===== src/fds_cfg.svh =====
`ifndef FDS_CFG_SVH
`define FDS_CFG_SVH

// **************************************************
// Sound register map
// **************************************************
`define FDS_ADDR_VOL_ENV   16'h4080
`define FDS_ADDR_WAV_FLO   16'h4082
`define FDS_ADDR_WAV_FHI   16'h4083
`define FDS_ADDR_MOD_ENV   16'h4084
`define FDS_ADDR_SWEEP_CTR 16'h4085
`define FDS_ADDR_MOD_FLO   16'h4086
`define FDS_ADDR_MOD_FHI   16'h4087
`define FDS_ADDR_MOD_TBL   16'h4088
`define FDS_ADDR_MASTER    16'h4089
`define FDS_ADDR_ENV_SPD   16'h408A
`define FDS_ADDR_VOL_RD    16'h4090
`define FDS_ADDR_MOD_RD    16'h4092

`define FDS_WAV_BASE       16'h4040 // Start of the 64 byte wave window
`define FDS_WAV_DEPTH      64
`define FDS_MOD_DEPTH      32
`define FDS_ENV_PRESCALE   8        // m2 cycles per envelope base tick
`define FDS_GAIN_CLIP      32
`define FDS_READ_TAG       2'b01    // Open bus bits seen above every readback

`endif


===== src/fds_pkg.sv =====
package fds_pkg;

	// CPU side of the sound registers
	typedef struct packed {
		logic [15:0] addr;
		logic [7:0]  dat;
		logic        rw;     // High for a read
		logic        wr_stb; // One cycle per write
	} cpu_bus_t;

	// Wave channel registers that other blocks depend on
	typedef struct packed {
		logic [11:0] freq;
		logic        wav_off;
		logic        env_halt;
		logic [1:0]  master_vol;
	} wave_regs_t;

	// True on the cycle a register at addr is written
	function automatic logic bus_write(input cpu_bus_t b, input logic [15:0] addr);
		logic hit;
		hit = b.wr_stb & !b.rw & (b.addr == addr);
		return hit;
	endfunction

endpackage


===== src/fds_audio.sv =====
`timescale 1ns/1ps
`include "fds_cfg.svh"

module fds_audio
	import fds_pkg::*;
(
	input  logic        m2,
	input  logic        rst,
	input  cpu_bus_t    bus,
	output logic [7:0]  dout,
	output logic        bus_oe,
	output logic [11:0] vol
);

	wave_regs_t        wregs;
	logic [5:0]        wav_val;
	logic [5:0]        ram_val;
	logic              ram_oe;
	logic signed [6:0] sweep_ctr;
	logic [5:0]        vol_gain;
	logic [5:0]        mod_gain;
	logic [14:0]       step;
	logic              gain_oe;
	logic [5:0]        vol_clip;
	logic [11:0]       volx;

	fds_wave u_wave (
		.m2     (m2),
		.rst    (rst),
		.bus    (bus),
		.step   (step),
		.wregs  (wregs),
		.wav_val(wav_val),
		.ram_val(ram_val),
		.ram_oe (ram_oe)
	);

	fds_mod_table u_mod (.m2(m2), .rst(rst), .bus(bus), .sweep_ctr(sweep_ctr));

	fds_pitch_calc u_pitch (
		.sweep_ctr(sweep_ctr),
		.mod_gain (mod_gain),
		.freq     (wregs.freq),
		.step     (step)
	);

	fds_env_timer u_env (
		.m2      (m2),
		.rst     (rst),
		.bus     (bus),
		.wregs   (wregs),
		.vol_gain(vol_gain),
		.mod_gain(mod_gain)
	);

	// **************************************************
	// CPU readback
	// **************************************************
	assign gain_oe = bus.rw & ((bus.addr == `FDS_ADDR_VOL_RD) | (bus.addr == `FDS_ADDR_MOD_RD));
	assign bus_oe = gain_oe | ram_oe;
	assign dout = {`FDS_READ_TAG,
		ram_oe ? ram_val : ((bus.addr == `FDS_ADDR_VOL_RD) ? vol_gain : mod_gain)};

	// Master volume scales by 2/2, 2/3, 2/4 or 2/5 as sums of shifts
	assign vol_clip = (vol_gain > 6'(`FDS_GAIN_CLIP)) ? 6'(`FDS_GAIN_CLIP) : vol_gain;
	assign volx = vol_clip * wav_val;
	assign vol = ((wregs.master_vol == 2'd3) ? {5'd0, volx[10:4]} : 12'd0)
		+ ((wregs.master_vol == 2'd2) ? {4'd0, volx[10:3]} : 12'd0)
		+ ((wregs.master_vol == 2'd1) ? 12'd0 : {3'd0, volx[10:2]})
		+ (wregs.master_vol[1] ? 12'd0 : {2'd0, volx[10:1]});

endmodule


===== src/fds_env_timer.sv =====
`timescale 1ns/1ps
`include "fds_cfg.svh"

module fds_env_timer
	import fds_pkg::*;
(
	input  logic       m2,
	input  logic       rst,
	input  cpu_bus_t   bus,
	input  wave_regs_t wregs,
	output logic [5:0] vol_gain,
	output logic [5:0] mod_gain
);

	localparam int PRESC_W = $clog2(`FDS_ENV_PRESCALE);

	logic [PRESC_W-1:0] presc;
	logic [7:0]         env_spd;
	logic [7:0]         env_ctr;
	logic               presc_end;
	logic               env_tick;

	assign presc_end = presc == PRESC_W'(`FDS_ENV_PRESCALE - 1);
	assign env_tick = presc_end & (env_ctr == 8'd0) & (env_spd != 8'd0); // Speed 0 stops both units

	always_ff @(posedge m2)
	begin
		if (rst)
		begin
			presc <= '0;
			env_spd <= '0;
			env_ctr <= '0;
		end
		else
		begin
			if (bus_write(bus, `FDS_ADDR_ENV_SPD))
				env_spd <= bus.dat;

			if (wregs.env_halt)
			begin
				presc <= '0;
				env_ctr <= env_spd;
			end
			else
			begin
				presc <= presc_end ? '0 : presc + PRESC_W'(1);
				if (presc_end)
					env_ctr <= (env_ctr == 8'd0) ? env_spd : env_ctr - 8'd1;
			end
		end
	end

	// **************************************************
	// Volume and sweep envelopes
	// **************************************************
	fds_envelope u_vol_env (
		.m2      (m2),
		.rst     (rst),
		.bus     (bus),
		.mode_we (bus_write(bus, `FDS_ADDR_VOL_ENV)),
		.env_tick(env_tick),
		.halt    (wregs.env_halt),
		.gain    (vol_gain)
	);

	fds_envelope u_mod_env (
		.m2      (m2),
		.rst     (rst),
		.bus     (bus),
		.mode_we (bus_write(bus, `FDS_ADDR_MOD_ENV)),
		.env_tick(env_tick),
		.halt    (wregs.env_halt),
		.gain    (mod_gain)
	);

endmodule


===== src/fds_envelope.sv =====
`timescale 1ns/1ps
`include "fds_cfg.svh"

module fds_envelope
	import fds_pkg::*;
(
	input  logic       m2,
	input  logic       rst,
	input  cpu_bus_t   bus,
	input  logic       mode_we,
	input  logic       env_tick,
	input  logic       halt,
	output logic [5:0] gain
);

	logic       direct; // Gain comes straight from the mode write
	logic       dir;    // High ramps up
	logic [5:0] spd;
	logic [5:0] div;
	logic       env_step;

	assign env_step = env_tick & !direct & !halt & (div == 6'd0);

	always_ff @(posedge m2)
	begin
		if (rst)
		begin
			direct <= 1'b1;
			dir <= 1'b0;
			spd <= '0;
			div <= '0;
			gain <= '0;
		end
		else
		begin
			if (mode_we)
			begin
				direct <= bus.dat[7];
				dir <= bus.dat[6];
				spd <= bus.dat[5:0];
				div <= bus.dat[5:0];
			end
			else if (halt)
				div <= spd;
			else if (env_tick & !direct)
				div <= (div == 6'd0) ? spd : div - 6'd1;

			if (mode_we & bus.dat[7])
				gain <= bus.dat[5:0];
			else if (env_step)
			begin
				if (dir & (gain < 6'(`FDS_GAIN_CLIP)))
					gain <= gain + 6'd1;
				else if (!dir & (gain != 6'd0))
					gain <= gain - 6'd1;
			end
		end
	end

endmodule


===== src/fds_mod_table.sv =====
`timescale 1ns/1ps
`include "fds_cfg.svh"

module fds_mod_table
	import fds_pkg::*;
(
	input  logic               m2,
	input  logic               rst,
	input  cpu_bus_t           bus,
	output logic signed [6:0]  sweep_ctr
);

	logic [2:0]        mod_table [`FDS_MOD_DEPTH];
	logic [11:0]       mod_freq;
	logic              mod_off;
	logic [5:0]        mod_pos; // Two positions per table entry
	logic [17:0]       mod_ctr;
	logic              mod_act;
	logic              mod_tick;
	logic              tbl_we;
	logic [2:0]        mod_code;
	logic signed [6:0] sweep_next;

	assign mod_act = !mod_off & (mod_freq != 12'd0);
	assign mod_tick = (mod_ctr[17] != mod_ctr[16]) & mod_act;
	assign tbl_we = bus_write(bus, `FDS_ADDR_MOD_TBL) & mod_off; // Table loads only when halted
	assign mod_code = mod_table[mod_pos[5:1]];

	always_comb
	begin
		case (mod_code)
			3'd0: sweep_next = sweep_ctr;
			3'd1: sweep_next = sweep_ctr + 7'sd1;
			3'd2: sweep_next = sweep_ctr + 7'sd2;
			3'd3: sweep_next = sweep_ctr + 7'sd4;
			3'd4: sweep_next = '0;
			3'd5: sweep_next = sweep_ctr - 7'sd4;
			3'd6: sweep_next = sweep_ctr - 7'sd2;
			default: sweep_next = sweep_ctr - 7'sd1;
		endcase
	end

	always_ff @(posedge m2)
	begin
		if (tbl_we)
			mod_table[mod_pos[5:1]] <= bus.dat[2:0];
	end

	always_ff @(posedge m2)
	begin
		if (rst)
		begin
			mod_freq <= '0;
			mod_off <= 1'b0;
			mod_pos <= '0;
			mod_ctr <= '0;
			sweep_ctr <= '0;
		end
		else
		begin
			if (bus_write(bus, `FDS_ADDR_MOD_FLO))
				mod_freq[7:0] <= bus.dat;
			if (bus_write(bus, `FDS_ADDR_MOD_FHI))
			begin
				mod_freq[11:8] <= bus.dat[3:0];
				mod_off <= bus.dat[7];
			end

			if (bus_write(bus, `FDS_ADDR_SWEEP_CTR))
			begin
				sweep_ctr <= bus.dat[6:0];
				mod_pos[0] <= 1'b0; // Realign to the first half of the entry
			end
			else if (tbl_we)
				mod_pos[5:1] <= mod_pos[5:1] + 5'd1;
			else if (mod_tick)
			begin
				sweep_ctr <= sweep_next;
				mod_pos <= mod_pos + 6'd1;
			end

			if (mod_off)
				mod_ctr[16:0] <= '0;
			else if (mod_act)
				mod_ctr[16:0] <= mod_ctr[16:0] + {5'd0, mod_freq};
			mod_ctr[17] <= mod_ctr[16];
		end
	end

endmodule


===== src/fds_pitch_calc.sv =====
`timescale 1ns/1ps

module fds_pitch_calc
(
	input  logic [6:0]  sweep_ctr,
	input  logic [5:0]  mod_gain,
	input  logic [11:0] freq,
	output logic [14:0] step
);

	logic        neg_in;
	logic [6:0]  mag;
	logic [11:0] prod;
	logic [7:0]  coarse;
	logic [7:0]  rounded;
	logic        wrap_pos;
	logic        wrap_neg;
	logic        neg_out;
	logic [7:0]  wrapped;
	logic [7:0]  bend_mag;
	logic [19:0] scaled;
	logic [13:0] bend;

	assign neg_in = sweep_ctr[6];
	assign mag = neg_in ? (~sweep_ctr + 7'd1) : sweep_ctr;
	assign prod = mag * mod_gain; // At most 64 * 63, fits 12 bits

	// Any fraction rounds away from zero, by two for positive counts
	assign coarse = prod[11:4];
	assign rounded = (prod[3:0] != 4'd0) ? (neg_in ? coarse + 8'd1 : coarse + 8'd2) : coarse;

	// Out of range results fold back with the sign flipped
	assign wrap_pos = !neg_in & (rounded >= 8'd192);
	assign wrap_neg = neg_in & (rounded >= 8'd64);
	assign neg_out = (wrap_pos | wrap_neg) ? !neg_in : neg_in;
	assign wrapped = (wrap_pos | wrap_neg) ? (~rounded + 8'd1) : rounded;
	assign bend_mag = wrap_pos ? wrapped + 8'd2 : wrapped;

	assign scaled = bend_mag * freq;
	assign bend = (scaled[5:0] >= 6'd32) ? scaled[19:6] + 14'd1 : scaled[19:6];

	assign step = neg_out ? {3'b000, freq} - {1'b0, bend} : {3'b000, freq} + {1'b0, bend};

endmodule


===== src/fds_wave.sv =====
`timescale 1ns/1ps
`include "fds_cfg.svh"

module fds_wave
	import fds_pkg::*;
(
	input  logic        m2,
	input  logic        rst,
	input  cpu_bus_t    bus,
	input  logic [14:0] step,
	output wave_regs_t  wregs,
	output logic [5:0]  wav_val,
	output logic [5:0]  ram_val,
	output logic        ram_oe
);

	logic [5:0]  wav_ram [`FDS_WAV_DEPTH];
	logic        ram_we_on;
	logic [5:0]  wav_addr;
	logic [17:0] wav_ctr; // Bit 17 holds last cycle's carry
	logic        ram_area;
	logic        ram_we;
	logic        wav_tick;

	assign ram_area = {bus.addr[15:6], 6'd0} == `FDS_WAV_BASE;
	assign ram_we = ram_area & bus.wr_stb & !bus.rw & ram_we_on;
	assign ram_oe = ram_area & bus.rw;
	assign ram_val = wav_ram[bus.addr[5:0]];

	// Any change of the carry bit moves to the next sample
	assign wav_tick = (wav_ctr[17] != wav_ctr[16]) & !wregs.wav_off;

	always_ff @(posedge m2)
	begin
		if (ram_we)
			wav_ram[bus.addr[5:0]] <= bus.dat[5:0];
	end

	always_ff @(posedge m2)
	begin
		if (rst)
		begin
			wregs <= '{freq: '0, wav_off: 1'b1, env_halt: 1'b0, master_vol: '0};
			ram_we_on <= 1'b0;
			wav_addr <= '0;
			wav_ctr <= '0;
			wav_val <= '0;
		end
		else
		begin
			if (bus_write(bus, `FDS_ADDR_WAV_FLO))
				wregs.freq[7:0] <= bus.dat;
			if (bus_write(bus, `FDS_ADDR_WAV_FHI))
			begin
				wregs.freq[11:8] <= bus.dat[3:0];
				wregs.wav_off <= bus.dat[7];
				wregs.env_halt <= bus.dat[6];
			end
			if (bus_write(bus, `FDS_ADDR_MASTER))
			begin
				ram_we_on <= bus.dat[7];
				wregs.master_vol <= bus.dat[1:0];
			end

			if (wregs.wav_off)
			begin
				wav_ctr[16:0] <= '0;
				wav_addr <= '0;
			end
			else
			begin
				wav_ctr[16:0] <= wav_ctr[16:0] + {2'b00, step};
				if (wav_tick)
					wav_addr <= wav_addr + 6'd1;
			end
			wav_ctr[17] <= wav_ctr[16];

			if (!ram_we_on) // Output holds while the CPU owns the RAM
				wav_val <= wav_ram[wav_addr];
		end
	end

endmodule

===== config.mk =====
export PLATFORM = sky130hd
export DESIGN_NAME = fds_audio
export DESIGN_NICKNAME = d
export VERILOG_FILES = /design/src/fds_pkg.sv /design/src/fds_audio.sv /design/src/fds_env_timer.sv /design/src/fds_envelope.sv /design/src/fds_mod_table.sv /design/src/fds_pitch_calc.sv /design/src/fds_wave.sv
export VERILOG_INCLUDE_DIRS = /design/src /design/src/src
export SDC_FILE = /design/constraint.sdc
export NUM_CORES = 2
export LEC_CHECK = 0
export BUFFER_PORTS_ARGS = -buffer_cell sky130_fd_sc_hd__buf_2
export CAP_MARGIN = 15
export CORE_AREA = 2 2 322 324
export DETAILED_ROUTE_END_ITERATION = 6
export DIE_AREA = 0 0 324 326
export SYNTH_ARGS = -nofsm -noshare
export SYNTH_HDL_FRONTEND = slang
export SYNTH_HIERARCHICAL = 1
export SYNTH_SLANG_ARGS = --single-unit

===== constraint.sdc =====
create_clock -name m2 -period 13.85 [get_ports m2]
set_clock_uncertainty 0.1 [all_clocks]
set_input_delay 1.385 -clock m2 [delete_from_list [all_inputs] [get_ports m2]]
set_output_delay 1.385 -clock m2 [all_outputs]
set_load 0.01 [all_outputs]

-- After elaboration in Yosys (flattened, before gate mapping)
Memories as Yosys holds them, arrays and structs flattened. A register that Yosys moved wholly into a read port is not among the register bits.
Cells that the tools add are included.
W data, S select, Z words.
- $mul: 3
- eq/ne operators: 27
- shifts and indexed selects: 0
- add/sub/neg operators: 30
- div/mod/pow operators: 0
- muxes and demuxes: 46
- bitwise operators: 43
- reduce and logical (&&, ||, !) cells: 37
- magnitude comparators: 6
- operators with widths (kind ; count):
    $eq A16 B15 Y1 const B ; 12
    $mux W6 ; 20
    $mux W8 ; 8
    $pmux W7 S7 ; 1
    $and A1 B1 Y1 ; 36
    $mux W7 ; 5
    $add A6 B1 Y6 const B ; 4
    $sub A6 B1 Y6 const B ; 4
    $mul A8 B12 Y20 ; 1
    $add A17 B12 Y17 ; 1
    $add A17 B15 Y17 ; 1
    $add A8 B1 Y8 const B ; 2
    $add A8 B2 Y8 const B ; 2
    $add A12 B14 Y15 ; 1
    $mux W15 ; 1
    $mux W5 ; 3
    $sub A12 B14 Y15 ; 1
    $add A14 B1 Y14 const B ; 1
    $mux W14 ; 1
    $eq A3 B3 Y1 const B ; 4
    $logic_not A6 Y1 ; 2
    $lt A6 B6 Y1 const B ; 2
    $mul A7 B6 Y12 ; 1
    $reduce_bool A12 Y1 ; 1
    45 further kinds ; 77
- bits in writable memories: 480
- memory bits (read-only): 0
- latch bits: 0
- memories: 2
- register bits after elaboration: 144
- output and inout bits: 21
- logic and storage cells: 224
- input port bits: 28
- memories (memory ; words ; bits a word ; rd ports ; clocked after Yosys merged registers in ; write ports ; line ; RTL):
    u_wave.wav_ram ; 64 ; 6 ; 2 ; 1 ; 1 ; fds_wave.sv:17 ; logic [5:0] wav_ram [`FDS_WAV_DEPTH];
    u_mod.mod_table ; 32 ; 3 ; 1 ; 1 ; 1 ; fds_mod_table.sv:13 ; logic [2:0] mod_table [`FDS_MOD_DEPTH];

-- Logic depth before layout (Yosys ltp)
- depth in word-level cells: 19
- depth in mapped cells: 78
- gate-level depth less buffers: 77

-- By module
The synthesis kept the hierarchy.
- modules (own cells, without submodules) (module ; area each (sq um) ; sequential area each (sq um) ; instances ; cells each):
    fds_wave ; 20519.7 ; 12472.0 ; 1 ; 1365
    fds_mod_table ; 7272.0 ; 3863.7 ; 1 ; 629
    fds_pitch_calc ; 6797.8 ; 0.0 ; 1 ; 858
    fds_envelope ; 1202.4 ; 400.4 ; 2 ; 143
    fds_audio ; 2384.8 ; 0.0 ; 1 ; 310
    fds_env_timer ; 1076.0 ; 380.4 ; 1 ; 126

-- Worst setup path after synthesis
No wires, ideal clock.
- kind: register to register
- from: reg u_mod.sweep_ctr[6]
- to: reg u_wave.wav_ctr[16]
- stages on the path, launching flop included: 75
- data required time: 13.676 ns
- buffers on the path: 3
- arrival time: 14.915 ns
- setup time: 0.074 ns
- period minus slack after synthesis: 15.089 ns
- path slack: -1.239 ns
- cell sequence: dfxtp_1 -> buf_2 -> clkbuf_1 -> o31ai_1 -> xor2_1 -> nor2b_1 -> fa_1 -> inv_1 -> fa_1 -> fa_1 -> inv_1 -> ha_1 -> a211oi_1 -> nor2_1 -> nor2_1 -> ha_1 -> o211ai_2 -> nor4b_1 -> [39 not listed] -> o21ai_0 -> a21boi_0 -> o21ai_0 -> nand2b_1 -> and2_1 -> o21ai_0 -> nand2b_1 -> a21oi_1 -> nor3b_1 -> o311ai_2 -> xor2_1 -> ha_1 -> a21o_1 -> a21oi_1 -> nand2_1 -> nand2_1 -> a2111o_1 -> o21ai_0
- cells in the longest elaborated chain, start to end: 19
- elaborated cells on any way between the ends: 29
- classes of those cells: add/sub (9); mul (2); order compare (3); mux (8); bitwise (5); reduce/logical (2)
- RTL lines (element ; line ; RTL):
    start, declared ; fds_mod_table.sv:10 ; output logic signed [6:0] sweep_ctr
    start signal, assigned ; fds_mod_table.sv:71 ; sweep_ctr <= bus.dat[6:0];
    start signal, assigned ; fds_mod_table.sv:78 ; sweep_ctr <= sweep_next;
    $not A7 Y7 ; fds_pitch_calc.sv:25 ; assign mag = neg_in ? (~sweep_ctr + 7'd1) : sweep_ctr;
    $add A7 B1 Y7 ; fds_pitch_calc.sv:25 ;
    $mux W7 ; fds_pitch_calc.sv:25 ;
    $mul A7 B6 Y12 ; fds_pitch_calc.sv:26 ; assign prod = mag * mod_gain;
    $add A8 B2 Y8 / $add A8 B1 Y8 (equally long branches) ; fds_pitch_calc.sv:30 ; assign rounded = (prod[3:0] != 4'd0) ? (neg_in ? coarse + 8'd1 : coarse + 8'd2) : coarse;
    $mux W8 (2 in series) ; fds_pitch_calc.sv:30 ;
    $ge A8 B8 Y1 / $ge A8 B7 Y1 (equally long branches) ; fds_pitch_calc.sv:33, fds_pitch_calc.sv:34 ;
    $and A1 B1 Y1, on equally long branches ; fds_pitch_calc.sv:33, fds_pitch_calc.sv:34 ;
    [3 not listed] ; - ;
    $mux W8 ; fds_pitch_calc.sv:37 ; assign bend_mag = wrap_pos ? wrapped + 8'd2 : wrapped;
    $mul A8 B12 Y20 ; fds_pitch_calc.sv:39 ; assign scaled = bend_mag * freq;
    $add A14 B1 Y14 / $ge A6 B6 Y1 (equally long branches) ; fds_pitch_calc.sv:40 ; assign bend = (scaled[5:0] >= 6'd32) ? scaled[19:6] + 14'd1 : scaled[19:6];
    $mux W14 ; fds_pitch_calc.sv:40 ;
    $add A12 B14 Y15 / $sub A12 B14 Y15 (equally long branches) ; fds_pitch_calc.sv:42 ; assign step = neg_out ? {3'b000, freq} - {1'b0, bend} : {3'b000, freq} + {1'b0, bend};
    $mux W15 * ; fds_pitch_calc.sv:42 ;
    named net step[13] ; fds_audio.sv:22 ; logic [14:0] step;
    $add A17 B15 Y17 * ; fds_wave.sv:72 ; wav_ctr[16:0] <= wav_ctr[16:0] + {2'b00, step};
    end signal, assigned ; fds_wave.sv:72 ;
    end, declared ; fds_wave.sv:20 ; logic [17:0] wav_ctr;
The timed path passes the listed nets; every way through them passes the cells marked *.
A chain may end at the register's enable or synchronous reset.

-- Worst setup path in the final report
- from: reg u_mod.sweep_ctr[2]
- to: reg u_wave.wav_ctr[16]
- cells in the longest elaborated chain, start to end: 19
- elaborated cells on any way between the ends: 28
- classes of those cells: add/sub (9); mul (2); order compare (3); mux (8); bitwise (5); reduce/logical (1)
- RTL lines (element ; line):
    $not A7 Y7 ; fds_pitch_calc.sv:25
    $add A7 B1 Y7 ; fds_pitch_calc.sv:25
    $mux W7 * ; fds_pitch_calc.sv:25
    $mul A7 B6 Y12 * ; fds_pitch_calc.sv:26
    $add A8 B2 Y8 / $add A8 B1 Y8 (equally long branches) ; fds_pitch_calc.sv:30
    $mux W8 ; fds_pitch_calc.sv:30
    $mux W8 * ; fds_pitch_calc.sv:30
    $ge A8 B8 Y1 / $ge A8 B7 Y1 (equally long branches) ; fds_pitch_calc.sv:33, fds_pitch_calc.sv:34
    [4 not listed] ; -
    $mux W8 ; fds_pitch_calc.sv:37
    $mul A8 B12 Y20 ; fds_pitch_calc.sv:39
    $add A14 B1 Y14 / $ge A6 B6 Y1 (equally long branches) ; fds_pitch_calc.sv:40
    $mux W14 ; fds_pitch_calc.sv:40
    $add A12 B14 Y15 / $sub A12 B14 Y15 (equally long branches) ; fds_pitch_calc.sv:42
    $mux W15 * ; fds_pitch_calc.sv:42
    named net step[14] ; fds_audio.sv:22
    $add A17 B15 Y17 * ; fds_wave.sv:72
Marks and branches as above.

==> results.toml <==
[detailed_routing]
drt-met1-wl_mm = 51.1
routed_wl_mm = 116
via_count = 29892
first_iter_violations = 2908
post_drt_wl_per_cell_um = 22.5
antenna_left = 0
met3_length_mm = 9.96
wl_met2_mm = 52.6
via_per_inst = 5.79
drc_errors = 1
firstDrtPassIters = 7
top_layer = "met5"

[floorplanning]
io_pins = 49
initial_utilization_pct = 39.4
die_area_um2 = 106000
rows = 118
die_y_um = 326
core_um2 = 103000
die_w_um = 324

[sta]
hold_slack_ns = 0.342
fin_ws_ns = -0.0530
fin_crit_sh_pct = 100
hold_viol_final = 0
maxSlewHeadroom_pct = 16.0
finalCriticalPeriod_ns = 13.90
worstMarginPinSlew_ns = 1.23
slew_violations = 0
final-setup-viol-count = 3
rsz0062_at_grt = "yes"
fmaxAchievable_ghz = 0.0719

[global_routing]
grt_util_all_layers_pct = 21.8
grt_antenna_before_repair = 12
grt_max_degree = 78
grt_pass1_wl_mm = 178
grt_pass1_vias = 29573
gr-total-overflow = 0

[outcome]
status = "complete, but fails checks"
violations = "DRC, setup timing"

[setup_path]
crit_type = "reg -> reg"
required_ns = 14.30
worstSetupStartpointType = "register"
rr_worst_depth = 74
critPathSlowestCell = "fa_1"
arrival_ns = 14.35
critical_path.max_stage_delay_ns = 0.55
rrSetupSlack_ns = -0.05
r2r_start = "u_mod/sweep_ctr[2]$_SDFFE_PP0P_"
end_kind = "register"
worstPathMaxFanout = 5
r2r_end = "u_wave/wav_ctr[16]$_SDFF_PP0_"

[worst_hold_path]
holdPathEnd = "u_env/presc[0]$_SDFF_PP0_"
hold_class = "reg -> reg"
worstHoldStart = "u_env/presc[0]$_SDFF_PP0_"
whs_path_depth = 1

[finish]
syn_to_final_growth_pct = 13.9
final_cells = 5161
finalNetCount = 4041
drive_gt1_share_pct = 19.8
fillers = 9408
post-route-util_pct = 44.9

[power]
power_mw = 3.97
pwr-share-seq_pct = 51.4
pwr-share-clk_pct = 44.4
switching_share_pct = 22.7
power_frac_comb_pct = 4.2
p_per_area_nw_per_um2 = 86.2
power_leakage_nw = 17.0
ir_drop_v = 0.0000814
p_int_mw = 3.07
switching_power_uw = 901

[logic_synthesis]
synthArstFlopShare_pct = 0
synth-edff-count = 480
yosysMostFrequentCell = "edfxtp_1"
synth_top_area_share_pct = 35.6
yosysWarnings = 6
synth_top_area_cell = "edfxtp_1"
syn_area_per_cell_um2 = 11.3
synth-seq-cells = 635
synth_area_leaders = "edfxtp_1 (36%), dfxtp_1 (7.7%), mux4_2 (6.5%)"
ys_top_cells_by_count = "edfxtp_1 (480), nor2_1 (324), nand2_1 (234)"
synth_seq_area_share_pct = 43.3
ys.flop_type = "edfxtp_1"
syn_inst = 3574
synth_cell_types = 129
synth_area_um2 = 40500

[placement]
dp_hpwl_mm = 78.3
dp_cells = 4986
place_congestion = 0.860
portBuffers = 45
post-place-ws_ns = -0.307

[clock_tree]
cts_hold_buf = 0
clk_latency_ns = 0.62
path_clk_slew_ns = 0.06
numCtsBuffers = 66
clockBufferDepth = 3
htree_levels = 3
clock-sinks = 635
cts_tree = "done"
cts_root_buf = "clkbuf_16"

[job]
drv_cap = 0
## registers in the layout, summed over array words and instances (netlist names), 3 cells and up, named ones only
| name | cells |
|---|---|
| u_mod/mod_ctr | 18 |
| u_wave/wav_addr | 6 |
| u_mod/mod_table | 96 |
| u_env/env_spd | 8 |
| u_env/u_vol_env/spd | 6 |
| u_env/u_vol_env/gain | 6 |
| u_wave/wregs | 16 |
| u_wave/wav_ctr | 18 |
| u_env/u_mod_env/gain | 6 |
| u_mod/sweep_ctr | 7 |
| u_env/env_ctr | 8 |
| u_env/presc | 3 |
| u_mod/mod_freq | 12 |
| u_env/u_vol_env/div | 6 |
| u_wave/wav_val | 6 |
| u_env/u_mod_env/spd | 6 |
| u_env/u_mod_env/div | 6 |
| u_wave/wav_ram | 384 |
| u_mod/mod_pos | 6 |
## worst max path at each step
stage | startpoint | endpoint | slack [ns] | cells after the start
3_5_place_dp | u_mod/sweep_ctr[2]$_SDFFE_PP0P_ | u_wave/wav_ctr[16]$_SDFF_PP0_ | -0.31 | 72
3_3_place_gp | u_mod/sweep_ctr[1]$_SDFFE_PP0P_ | u_wave/wav_ctr[16]$_SDFF_PP0_ | -0.15 | 73
6_report | u_mod/sweep_ctr[2]$_SDFFE_PP0P_ | u_wave/wav_ctr[16]$_SDFF_PP0_ | -0.05 | 74
4_1_cts | u_mod/sweep_ctr[2]$_SDFFE_PP0P_ | u_wave/wav_ctr[16]$_SDFF_PP0_ | -0.002 | 72
5_1_grt | u_mod/sweep_ctr[2]$_SDFFE_PP0P_ | u_wave/wav_ctr[16]$_SDFF_PP0_ | -0.85 | 74
2_1_floorplan | u_mod/sweep_ctr[6]$_SDFFE_PP0P_ | u_wave/wav_ctr[16]$_SDFF_PP0_ | 0.01 | 74
## stage by stage
| stage | setup TNS [ns] | area (um2) |
|---|---|---|
| floorplan | 0 | 40800 |
| global placement | -0.365 | 43100 |
| detailed placement | -1.04 | 43100 |
| CTS | -0.00220 | 45500 |
| global route | -3.75 | 46100 |
| finish | -0.0731 | 46100 |
## metal layers
metal / up-vias / GRT usage (%)
li1: 13659 / -
met1: 14885 / 31.0
met2: 1163 / 33.9
met3: 171 / 4.31
met4: 14 / 5.81
met5: - / 0
## cell usage in the layout (no fill, tap or decap), drive strengths merged, types with 76 or more instances in the layout
cell    netlist  layout
fa          118     118
o21ai       106     106
and2         95      95
buf          79     263
mux4        116     116
dfxtp       155     155
nor2b        76      76
clkbuf      102      82
edfxtp      480     480
nor2        327     327
nand2       235     235
mux2i       145     145
ha          170     170
inv         209     213
a21oi       136     136
xnor2        82      82
## area by class of cell
type / count / area [um2] / share of cell area [%]
multi-input combinational: 2548 / 22000 / 47.7
timing repair buffer: 263 / 1900 / 4.12
sequential: 635 / 17500 / 38.0
clock inverter: 38 / 338 / 0.733
tap: 1380 / 1730 / 3.75
antenna: 4 / 10.0 / 0.0217
inverter: 211 / 795 / 1.72
clock buffer: 82 / 1790 / 3.87
## power groups by stage
| stage | Sequential (mW) | Clock, mW | Combinational [mW] |
|---|---|---|---|
| finish | 2.04 | 1.76 | 0.166 |
| global route | 2.04 | 1.87 | 0.173 |
| CTS | 2.04 | 1.80 | 0.162 |
| detailed placement | 2.09 | 0 | 0.162 |
| global placement | 2.09 | 0 | 0.161 |
| floorplan | 2.09 | 0 | 0.0811 |
## timing repair
item | in CTS | in global routing
endpoints found under the setup margin | 6 | 11
buffers inserted | 28 | 29
resized for setup | 22 | 89
pin swaps | 57 | 92
## cells by family after synthesis
kind of cell	after synthesis	share of synthesized area, %
and+or+nand+nor	1076	13.5
AOI/OAI and AO/OA	729	13.2
DFF	635	43.3
buffers and inverters	392	4.21
muxes	319	11.7
adders and majority gates	289	11.1
xor gates and xnor gates	132	3.01
other	2	0.0186
## critical path, delay by kind of cell (launching register included)
family | cells | cell delay, ns
adders and majority gates | 15 | 5.06
DFF | 1 | 0.37
xor gates and xnor gates | 4 | 0.80
AOI/OAI and AO/OA | 22 | 3.27
buffers and inverters | 6 | 0.43
and+or+nand+nor | 26 | 3.52
muxes | 1 | 0.28
(Power assumes the default switching activity.)
